==> config.mk <==
export PLATFORM = sky130hd
export DESIGN_NAME = hwloop_unit
export DESIGN_NICKNAME = d
export VERILOG_FILES = /design/src/rtl/fetch_pkg.sv /design/src/rtl/hwloop_unit.sv
export SDC_FILE = /design/constraint.sdc
export NUM_CORES = 1
export LEC_CHECK = 0
export BUFFER_PORTS_ARGS = -buffer_cell sky130_fd_sc_hd__buf_4
export CAP_MARGIN = 20
export CORE_MARGIN = 4
export CORE_UTILIZATION = 50
export DETAILED_ROUTE_END_ITERATION = 16
export GPL_ROUTABILITY_DRIVEN = 0
export PLACE_DENSITY = 0.91
export SYNTH_ARGS = -nofsm -noshare
export SYNTH_HDL_FRONTEND = slang
export SYNTH_SLANG_ARGS = --single-unit
==> constraint.sdc <==
create_clock -name clk -period 5.7 [get_ports clk]
set_input_delay 1.71 -clock clk [delete_from_list [all_inputs] [get_ports clk]]
set_output_delay 1.71 -clock clk [all_outputs]
set_load 0.03 [all_outputs]
==> src/rtl/fetch_pkg.sv <==
/*
 * Shared types and constants for the instruction fetch subsystem.
 * Holds the PC-mux and exception-vector codes, the EX jump kind, the
 * exception vector offsets, the canonical NOP word and the packed structs
 * that carry control, jump, hardware-loop and IF/ID bundles between blocks.
 * Modules import it inside their body and use scoped names in port lists.
 */

package fetch_pkg;

  ////////////////////////////////////////////////////////////////////////////
  // Constants
  ////////////////////////////////////////////////////////////////////////////
  localparam int unsigned IMEM_AW = 8;              // Word address bits, 256 words

  localparam logic [6:0]  OPCODE_OPIMM = 7'h13;     // Register-immediate ALU ops
  localparam logic [31:0] NOP_INSTR    = {25'b0, OPCODE_OPIMM};  // addi x0, x0, 0

  // Low byte of the exception vectors, upper bits come from the boot address
  localparam logic [7:0]  EXC_OFF_IRQ    = 8'h00;
  localparam logic [7:0]  EXC_OFF_IRQ_NM = 8'h04;

  ////////////////////////////////////////////////////////////////////////////
  // Encodings
  ////////////////////////////////////////////////////////////////////////////
  typedef enum logic [2:0] {
    PC_INCR      = 3'd0,                            // Sequential fetch
    PC_NO_INCR   = 3'd1,                            // Hold current PC
    PC_EXCEPTION = 3'd2,                            // Jump to exception vector
    PC_EXC_REG   = 3'd3,                            // Return to saved exception PC
    PC_HWLOOP    = 3'd4                             // Back to hardware-loop start
  } pc_mux_e;

  typedef enum logic [1:0] {
    EXC_SEL_IRQ     = 2'd0,
    EXC_SEL_IRQ_NM  = 2'd1,
    EXC_SEL_NO_INCR = 2'd2                          // No vector, keep current PC
  } exc_sel_e;

  typedef enum logic [1:0] {
    JUMP_NONE   = 2'd0,
    JUMP_UNCOND = 2'd1,                             // jal / jalr resolved in EX
    JUMP_BRANCH = 2'd2                              // Conditional, see taken flag
  } jump_e;

  ////////////////////////////////////////////////////////////////////////////
  // Bundles
  ////////////////////////////////////////////////////////////////////////////
  typedef struct packed {
    pc_mux_e     pc_mux_sel;
    exc_sel_e    exc_sel;
    logic        pc_boot;                           // Load boot address this cycle
    logic [31:0] epc;                               // Saved EPC, or loop start on PC_HWLOOP
  } fetch_ctrl_t;

  typedef struct packed {
    jump_e       kind;
    logic [31:0] target;
    logic        taken;                             // Branch decision, ignored for jumps
  } jump_req_t;

  typedef struct packed {
    logic        we;                                // Load all three loop registers
    logic [31:0] start;
    logic [31:0] end_addr;                          // Address of last loop instruction
    logic [15:0] count;                             // Iterations, 0 or 1 means no redirect
  } hwloop_cfg_t;

  typedef struct packed {
    logic [31:0] instr;
    logic [31:0] pc;
  } if_id_t;

endpackage
==> src/rtl/hwloop_unit.sv <==
/*
 * One-level hardware loop.
 * Holds loop start, end and remaining count, loaded together from cfg_i.
 * Requests a jump back to start whenever the IF PC sits on the end address
 * and more than one iteration is left. Count drops on each taken redirect.
 */

`timescale 1ns/1ps

module hwloop_unit (
  input  logic                   clk,
  input  logic                   rst_n,

  input  fetch_pkg::hwloop_cfg_t cfg_i,
  input  logic [31:0]            pc_if_i,   // Current IF PC
  input  logic                   taken_i,   // Controller accepted our request

  output logic                   req_o,
  output logic [31:0]            target_o
);

  import fetch_pkg::*;

  logic [31:0] start_q;
  logic [31:0] end_q;
  logic [15:0] count_q;     // Zero after reset, loop idle
  logic        at_end;

  assign at_end   = (pc_if_i == end_q);
  assign req_o    = at_end && (count_q > 16'd1);  // Last pass falls through
  assign target_o = start_q;

  // Loop bounds
  always_ff @(posedge clk)
  begin
    if (cfg_i.we)
    begin
      start_q <= cfg_i.start;
      end_q   <= cfg_i.end_addr;
    end
  end

  ////////////////////////////////////////////////////////////////////////////
  // Iteration counter
  ////////////////////////////////////////////////////////////////////////////
  always_ff @(posedge clk or negedge rst_n)
  begin
    if (!rst_n)
    begin
      count_q <= '0;
    end
    else if (cfg_i.we)
    begin
      count_q <= cfg_i.count;             // New config restarts the loop
    end
    else if (taken_i && (count_q != '0))
    begin
      count_q <= count_q - 16'd1;         // One redirect done
    end
  end

endmodule

==> reports/results.ini <==
[clock_tree]
tritoncts = done
cts_num_sinks = 80
clock_tree.root_cell = clkbuf_8
cts_setup_buffers = 0
clkSlewWorstSetupHoldPaths_ps = 80
ctsHoldBuffers = 0
clk_latency_ps = 330
clockBufferDepth = 2
cts_resized = 0
cts_buffers = 9
htree_levels = 3

[global_route]
overflow = 0
grt_start_max_net_pins = 80
antenna_found_initial = 0
grt_pass1_wl_um = 11300
gr-usage-all-layers = 0.193
first_global_vias = 2435

[yosys]
synth.distinct_cells = 42
synth.cell_area_um2 = 3310
synthCells = 220
ys_seq_area_frac = 0.701
synth_nets = 338
syn_area_per_cell_um2 = 15.1
ys_ff_latch = 80
yosysWarnings = 0

[timing]
relSlewSlack = 0.381
setup_tns_ps = 0
min_period_over_period = 0.802
finalSetupViolCount = 0
rsz0062_at_grt = false
setup_ws_ps = 1130
hold_viol_final = 0
worst_pin_slew_ps = 928
post-route-min-period_ps = 4570
final_max_slew_viol_count = 0
fin_skew_ps = 8.68
fmax_mhz = 219

[pwr]
ir_drop_uv = 188
p_total_mw = 1.32
powerDensity_nw_per_um2 = 282
power_leakage_nw = 1.91

[die]
core_area_um2 = 6390
start_util = 0.519
die_w_um = 89.4
chipHeight_um = 89.4
rows = 29
ios = 149
die_area_um2 = 8000

[min_path]
hold_start = count_q[12]
hold_class = register to register
hold_path_end = count_q[12]
hold_depth = 2

[placed_design]
dp_hpwl_um = 5980
place_ws_ps = 1110
placed_area_um2 = 4480
port_buffers = 148

[final_layout]
syn_to_final_growth_pct = 40.8
antenna_cells = 0
nets = 491
design_area_um2 = 4670
drive_gt1_frac = 0.444

[critical_path]
crit_top_cell = buf_4
path_cells = buf_4, xor2_1, nor4_1, nand4_1, nor3_1, buf_4
crit_fanout = 1
cp_top_family = simple AND/OR/NAND/NOR gates
cp.required_ps = 3990
critPathBufInv = 2
timing.rr.end = count_q[12]
startpoint_type = input pin
cp_slowest_cell = nor4_1
ff2ff_path_depth = 6
r2r-start = count_q[0]
critical_path_arrival_ps = 2860
crit_type = input pin to output pin
max_stage_delay_ps = 370
ff2ff_setup_slack_ps = 3170
cp-end-kind = output pin

[route]
dr.pass1.iters = 4
routed-via-count = 2392
drt-initial-drc-count = 78
drcViolationCount = 0
vias_per_cell = 5.26
detail_route.wl_per_cell_um = 17.0
drt_wl_total_um = 7740
ant_nets = 0

[run]
max-cap-violations = 0

[outcome]
outcome = completed

## flip-flops by register name (all words and copies together) (netlist names)
name and count:
count_q 16, target_o 32, end_q 32
## where the power goes
group / switching, mW / internal, mW
logic: 0.100 / 0.104
clock network: 0.192 / 0.205
registers: 0.0293 / 0.685
total: 0.322 / 0.994
## metrics by stage
step	instances	utilization	hold slack, ps
2_1_floorplan	220	-	545
3_3_place_gp	439	0.701	577
5_1_grt	455	0.731	626
6_report	455	0.731	594
3_5_place_dp	439	0.701	585
4_1_cts	455	0.731	599
## worst max path at each step
stage,endpoint,depth (start not counted),slack [ps],startpoint
3_3_place_gp,req_o,6,1140,pc_if_i[21]
6_report,req_o,6,1130,pc_if_i[21]
2_1_floorplan,req_o,4,1070,pc_if_i[1]
4_1_cts,req_o,6,1100,pc_if_i[6]
3_5_place_dp,req_o,6,1110,pc_if_i[6]
5_1_grt,req_o,6,1020,pc_if_i[21]
## synthesized netlist by cell type (all sizes together)
master       count  area [µm²]
a21oi            2        10.0
ha               2        25.0
o31ai            7        52.6
o31a             2        17.5
nand2b           1        6.26
nand2            7        26.3
nor3b            1        7.51
o21ai            6        30.0
clkbuf           1        3.75
o311a            1        10.0
and3             1        7.51
xor2            32         280
or4bb            1        11.3
mux2i            1        10.0
a2111o           1        11.3
inv              4        15.0
or3              6        40.0
o311ai           1        8.76
or3b             1        8.76
buf              4        32.5
o21a             3        22.5
nor2             9        33.8
a221o            1        10.0
or4              7        56.3
mux2             1        11.3
edfxtp          64        1920
nor4            12        75.1
a31oi            7        43.8
o41ai            2        25.0
nor3             6        30.0
xnor2            1        8.76
nand3            1        5.00
dfrtp           16         400
o211ai           3        22.5
dlygate4sd1      1        8.76
nand4            3        18.8
nor2b            1        6.26
## metal layers
layer,vias to the layer above,global-route usage,part of all wire
li1,1162,-,-
met1,1132,0.201,0.36
met2,88,0.370,0.55
met3,10,0.0507,0.070
met4,0,0.0690,0.019
met5,-,0,0
## cells by family after synthesis
logic type | after synthesis | share of synthesized area
mux | 2 | 0.00642
fa+ha+maj | 2 | 0.00755
xor+xnor | 33 | 0.0872
flops | 80 | 0.701
buf+inv | 10 | 0.0181
compound gates | 36 | 0.0797
simple gates | 57 | 0.100
## placed cells by master (no fill, tap or decap), types with 2 or more instances in the layout
master / n
nand4_1: 3
a21oi_1: 2
xor2_1: 32
nand2_1: 7
ha_1: 2
or3_1: 4
a31oi_1: 7
dfrtp_1: 16
o211ai_1: 3
nor4_1: 12
nor3_1: 6
o21a_1: 3
clkinvlp_4: 2
o21ai_0: 5
clkbuf_8: 9
or3_2: 2
clkbuf_1: 3
nor2_1: 9
edfxtp_1: 64
o31a_1: 2
o31ai_1: 7
inv_1: 4
buf_4: 148
or4_1: 6
## area by class of cell
| type | count | area [µm²] |
|---|---|---|
| clock buffers | 12 | 135 |
| clock inverters | 4 | 53.8 |
| fillers | 451 | 1720 |
| inverters | 4 | 15.0 |
| multi-input cells | 130 | 932 |
| flip-flops and latches | 80 | 2320 |
| well taps | 77 | 96.3 |
| repair buffers | 148 | 1110 |
## tightest hold or removal path: cells and delay by family, from the launching register on
| family | cells | cell delay (ps) |
|---|---|---|
| compound gates | 2 | 150 |
| flops | 1 | 410 |
No activity file was read; power rests on OpenSTA's default activity.
