`config.mk`:
```
export PLATFORM = sky130hd
export DESIGN_NAME = fetch_ctrl
export DESIGN_NICKNAME = d
export VERILOG_FILES = /design/src/rtl/fetch_pkg.sv /design/src/rtl/fetch_ctrl.sv
export SDC_FILE = /design/constraint.sdc
export NUM_CORES = 1
export LEC_CHECK = 0
export BUFFER_PORTS_ARGS = -buffer_cell sky130_fd_sc_hd__buf_2
export CORE_AREA = 5 5 51 98
export DETAILED_ROUTE_END_ITERATION = 10
export DIE_AREA = 0 0 56 103
export GPL_ROUTABILITY_DRIVEN = 0
export PLACE_DENSITY_LB_ADDON = 0.25
export SYNTH_ARGS = -nofsm -noshare
export SYNTH_HDL_FRONTEND = slang
export SYNTH_SLANG_ARGS = --single-unit
```
`constraint.sdc`:
```
create_clock -name clk -period 2.8 [get_ports clk]
set_input_delay 0 -clock clk [delete_from_list [all_inputs] [get_ports clk]]
set_output_delay 0 -clock clk [all_outputs]
set_load 0.1 [all_outputs]
```
`src/rtl/fetch_pkg.sv`:
```
/*
 * Shared types and constants for the instruction fetch subsystem.
 * Holds the PC-mux and exception-vector codes, the EX jump kind, the
 * exception vector offsets, the canonical NOP word and the packed structs
 * that carry control, jump, hardware-loop and IF/ID bundles between blocks.
 * Modules import it inside their body and use scoped names in port lists.
 */

package fetch_pkg;

  ////////////////////////////////////////////////////////////////////////////
  // Constants
  ////////////////////////////////////////////////////////////////////////////
  localparam int unsigned IMEM_AW = 8;              // Word address bits, 256 words

  localparam logic [6:0]  OPCODE_OPIMM = 7'h13;     // Register-immediate ALU ops
  localparam logic [31:0] NOP_INSTR    = {25'b0, OPCODE_OPIMM};  // addi x0, x0, 0

  // Low byte of the exception vectors, upper bits come from the boot address
  localparam logic [7:0]  EXC_OFF_IRQ    = 8'h00;
  localparam logic [7:0]  EXC_OFF_IRQ_NM = 8'h04;

  ////////////////////////////////////////////////////////////////////////////
  // Encodings
  ////////////////////////////////////////////////////////////////////////////
  typedef enum logic [2:0] {
    PC_INCR      = 3'd0,                            // Sequential fetch
    PC_NO_INCR   = 3'd1,                            // Hold current PC
    PC_EXCEPTION = 3'd2,                            // Jump to exception vector
    PC_EXC_REG   = 3'd3,                            // Return to saved exception PC
    PC_HWLOOP    = 3'd4                             // Back to hardware-loop start
  } pc_mux_e;

  typedef enum logic [1:0] {
    EXC_SEL_IRQ     = 2'd0,
    EXC_SEL_IRQ_NM  = 2'd1,
    EXC_SEL_NO_INCR = 2'd2                          // No vector, keep current PC
  } exc_sel_e;

  typedef enum logic [1:0] {
    JUMP_NONE   = 2'd0,
    JUMP_UNCOND = 2'd1,                             // jal / jalr resolved in EX
    JUMP_BRANCH = 2'd2                              // Conditional, see taken flag
  } jump_e;

  ////////////////////////////////////////////////////////////////////////////
  // Bundles
  ////////////////////////////////////////////////////////////////////////////
  typedef struct packed {
    pc_mux_e     pc_mux_sel;
    exc_sel_e    exc_sel;
    logic        pc_boot;                           // Load boot address this cycle
    logic [31:0] epc;                               // Saved EPC, or loop start on PC_HWLOOP
  } fetch_ctrl_t;

  typedef struct packed {
    jump_e       kind;
    logic [31:0] target;
    logic        taken;                             // Branch decision, ignored for jumps
  } jump_req_t;

  typedef struct packed {
    logic        we;                                // Load all three loop registers
    logic [31:0] start;
    logic [31:0] end_addr;                          // Address of last loop instruction
    logic [15:0] count;                             // Iterations, 0 or 1 means no redirect
  } hwloop_cfg_t;

  typedef struct packed {
    logic [31:0] instr;
    logic [31:0] pc;
  } if_id_t;

endpackage
```
`src/rtl/fetch_ctrl.sv`:
```
/*
 * Fetch controller.
 * Issues the boot load once after reset, then turns interrupt, NMI,
 * return-from-exception and hardware-loop requests into the PC-mux and
 * exception-vector codes for the IF stage. Events are only taken while the
 * pipe is neither stalled nor redirected by EX. Keeps the exception PC.
 */

`timescale 1ns/1ps

module fetch_ctrl (
  input  logic                   clk,
  input  logic                   rst_n,

  // Events
  input  logic                   irq_i,
  input  logic                   irq_nm_i,        // Wins over irq_i
  input  logic                   mret_i,

  // Pipeline status
  input  logic                   stall_i,
  input  fetch_pkg::jump_e       jump_kind_i,
  input  logic [31:0]            pc_if_i,         // Captured as EPC

  // Hardware loop
  input  logic                   hwl_req_i,
  input  logic [31:0]            hwl_target_i,
  output logic                   hwl_taken_o,

  output fetch_pkg::fetch_ctrl_t ctrl_o
);

  import fetch_pkg::*;

  typedef enum logic {
    BOOT,                                         // First cycle after reset
    RUN
  } ctrl_state_e;

  ctrl_state_e state_q;
  logic        free;          // Controller may redirect this cycle
  logic        save_epc;
  logic [31:0] epc_q;
  pc_mux_e     pc_mux_sel;
  exc_sel_e    exc_sel;

  ////////////////////////////////////////////////////////////////////////////
  // Boot sequencing
  ////////////////////////////////////////////////////////////////////////////
  always_ff @(posedge clk or negedge rst_n)
  begin
    if (!rst_n)
    begin
      state_q <= BOOT;
    end
    else
    begin
      state_q <= RUN;                             // Boot load is a one-shot
    end
  end

  assign free = (state_q == RUN) && !stall_i && (jump_kind_i == JUMP_NONE);

  ////////////////////////////////////////////////////////////////////////////
  // Event priority
  ////////////////////////////////////////////////////////////////////////////
  always_comb
  begin
    pc_mux_sel  = PC_NO_INCR;                     // Boot, stall or EX jump
    exc_sel     = EXC_SEL_NO_INCR;
    save_epc    = 1'b0;
    hwl_taken_o = 1'b0;
    if (free)
    begin
      if (irq_nm_i || irq_i)
      begin
        pc_mux_sel = PC_EXCEPTION;
        exc_sel    = irq_nm_i ? EXC_SEL_IRQ_NM : EXC_SEL_IRQ;
        save_epc   = 1'b1;                        // Interrupted PC
      end
      else if (mret_i)
      begin
        pc_mux_sel = PC_EXC_REG;
      end
      else if (hwl_req_i)
      begin
        pc_mux_sel  = PC_HWLOOP;
        hwl_taken_o = 1'b1;                       // Loop unit counts it down
      end
      else
      begin
        pc_mux_sel = PC_INCR;
      end
    end
  end

  // Exception PC
  always_ff @(posedge clk or negedge rst_n)
  begin
    if (!rst_n)
    begin
      epc_q <= '0;
    end
    else if (save_epc)
    begin
      epc_q <= pc_if_i;
    end
  end

  assign ctrl_o.pc_mux_sel = pc_mux_sel;
  assign ctrl_o.exc_sel    = exc_sel;
  assign ctrl_o.pc_boot    = (state_q == BOOT);
  assign ctrl_o.epc        = (pc_mux_sel == PC_HWLOOP) ? hwl_target_i : epc_q;  // Shared field

endmodule

```
==> impl_metrics.csv <==
group,metric,value,unit
synthesis,yosysUniqueCellTypes,15,
global_route,grt_pass1_vias,1599,
worst_setup_path,path_buf_inv,1,
drt,remaining_drc_errors,0,
job,maxCapViolCount,0,
cts,clk_pin_slew_worst_paths,0.07,ns
floorplan,start_util,0.440,
drt,ant_nets,0,
sta,post-route-min-period,2.22,ns
cts,cts-htree-levels,2,
worst_setup_path,crit_arrival,2.22,ns
worst_hold_path,hold_path.class,"primary input to asynchronous set/reset pin",
sta,worst_slew_pin_slew,0.714,ns
floorplan,die_area,5770,µm²
power_and_ir_drop,leakage,1.45,nW
sta,finalClockSkew,0.00325,ns
status,status,"finished, final reports clean",
final_layout,fin_nets,334,
final_layout,drive_gt1_frac,0.710,
power_and_ir_drop,power_density,866,nW/µm²
drt,vias,1458,
sta,rsz0062_at_grt,"no",
sta,finalSetupViolCount,0,
power_and_ir_drop,power.total,2.45,mW
cts,clockRootBuffer,"clkbuf_8",
drt,dr.pass1.iters,2,
sta,hold_violations,0,
floorplan,die_h,103,µm
final_layout,syn_to_final_growth,52.8,%
global_route,overflow,0,
cts,cts_made_buffers,5,
final_layout,mostFrequentLayoutCell,"buf_2",
cts,clk_latency,0.28,ns
synthesis,syn_avg_cell_area,15.8,µm²
cts,cts_sinks,33,
cts,cts_tree,"done",
cts,postCtsSetupBuffers,0,
final_layout,final_cell_mix,"111 x buf_2, 36 x mux2_2, 33 x dfrtp_1, 33 x dlygate4sd3_1, 28 x mux2_4",
synthesis,synth_cells,117,
drt,wl_per_cell,13.6,µm
sta,maxSlewHeadroom,0.524,
synthesis,yosys_warnings,0,
synthesis,syn-num-nets,190,
sta,post-route-period-util,0.793,
cts,cts_resized,0,
worst_setup_path,path_cells,"nor4b_4 > nand3_4 > mux2_2 > buf_2",
worst_setup_path,worst_path_dominant_cell_family,"simple AND/OR/NAND/NOR gates",
drt,drt_wl_total,4310,µm
global_route,grt_max_degree,34,
drt,vias_per_cell,4.61,
floorplan,io_pins,112,
global_route,grt_usage,0.151,
sta,drv_slew,0,
drt,dr.first_iter.drc_count,10,
worst_setup_path,cp-end-kind,"primary output",
sta,clock.fmax,450,MHz
worst_setup_path,cp-start-kind,"register",
final_layout,diodes,0,
floorplan,die_w,56,µm
worst_setup_path,crit_slowest_cell,"nand3_4",
synthesis,seq_area_frac_synth,0.445,
global_route,grt_pass1_wl,6990,µm
floorplan,rows,34,
placement,port_buffers,111,
sta,setup_ws,0.579,ns
worst_setup_path,worstPathRequired,2.80,ns
placement,dp_hpwl,3010,µm
cts,clockBufferDepth,2,
power_and_ir_drop,peakVddDrop,668,µV
floorplan,core_area,4210,µm²
synthesis,ys_ff_latch,33,
global_route,antenna_found_initial,0,
sta,fin_tns_setup,0,ns
worst_setup_path,cp_max_fo,33,
placement,dp_slack,0.818,ns
synthesis,syn_area,1850,µm²
worst_setup_path,crit_type,"register to primary output",
worst_setup_path,slowest_delay,0.46,ns
-- through the flow --
step / cells / hold slack, ns / cell area, µm² / utilization
floorplan: 117 / -0.296 / 1850 / -
global placement: 275 / 0.0844 / 2390 / 0.567
detailed placement: 275 / 0.103 / 2390 / 0.567
CTS: 316 / 0.330 / 2830 / 0.673
global route: 316 / 0.401 / 2830 / 0.673
finish: 316 / 0.311 / 2830 / 0.673
-- area by class of cell --
class	count	area [µm²]
Clock buffer	7	86.3
Clock inverter	1	30.0
Fill cell	311	1380
Inverter	4	15.0
Multi-Input combinational cell	72	902
Sequential cell	33	826
Tap cell	54	67.6
Timing Repair Buffer	145	906
-- state kept, by name (all words and copies together), names as in the netlist --
| signal | cells |
|---|---|
| epc_q | 32 |
| state_q | 1 |
-- per-layer routing --
metal / global-route usage / vias to the layer above / share of wire
met5: 0 / - / 0
met4: 0.0494 / 0 / 0.014
met3: 0.0614 / 5 / 0.11
met2: 0.255 / 77 / 0.49
met1: 0.175 / 676 / 0.39
li1: - / 700 / -
-- timing repair --
item	4_1_cts	5_1_grt
hold endpoints to repair	65	0
setup endpoints to repair	0	0
hold buffers	33	0
-- kinds of logic after synthesis --
group | count (synthesis) | synth area share
AOI/OAI and AO/OA | 2 | 0.00675
muxes | 64 | 0.445
DFF | 33 | 0.445
other | 1 | 0.00202
buffers and inverters | 12 | 0.0688
and+or+nand+nor | 5 | 0.0317
-- synth_stat cells, drive strengths merged --
master   n  area, µm²
buf      8        113
nor3     1       5.00
nor2b    1       6.26
inv      4       15.0
and2     1       6.26
o21a     1       7.51
a21oi    1       5.00
dfrtp   33        826
nor4b    1       23.8
conb     1       3.75
nand3    1       17.5
mux2    64        826
-- where the power goes --
group / leakage (nW) / internal [mW] / switching [mW]
logic: 0.994 / 0.356 / 0.994
clock network: 0.0585 / 0.290 / 0.163
registers: 0.398 / 0.589 / 0.0612
total: 1.45 / 1.24 / 1.22
-- worst paths after layout --
path / startpoint / to / slack [ns] / cells past startpoint
worst max register to register: state_q$_DFF_PN0_ / epc_q[17]$_DFFE_PN0P_ / 0.84 / 4
worst max-delay path: state_q$_DFF_PN0_ / ctrl_o[15] / 0.58 / 4
worst min-delay path: rst_n / epc_q[1]$_DFFE_PN0P_ / 0.31 / 2
max in group asynchronous: rst_n / epc_q[16]$_DFFE_PN0P_ / 2.03 / 2
min in group clk: stall_i / epc_q[11]$_DFFE_PN0P_ / 0.44 / 4
worst min register to register: epc_q[21]$_DFFE_PN0P_ / epc_q[21]$_DFFE_PN0P_ / 0.51 / 1
Note: power is estimated with default switching activity, not from simulation.
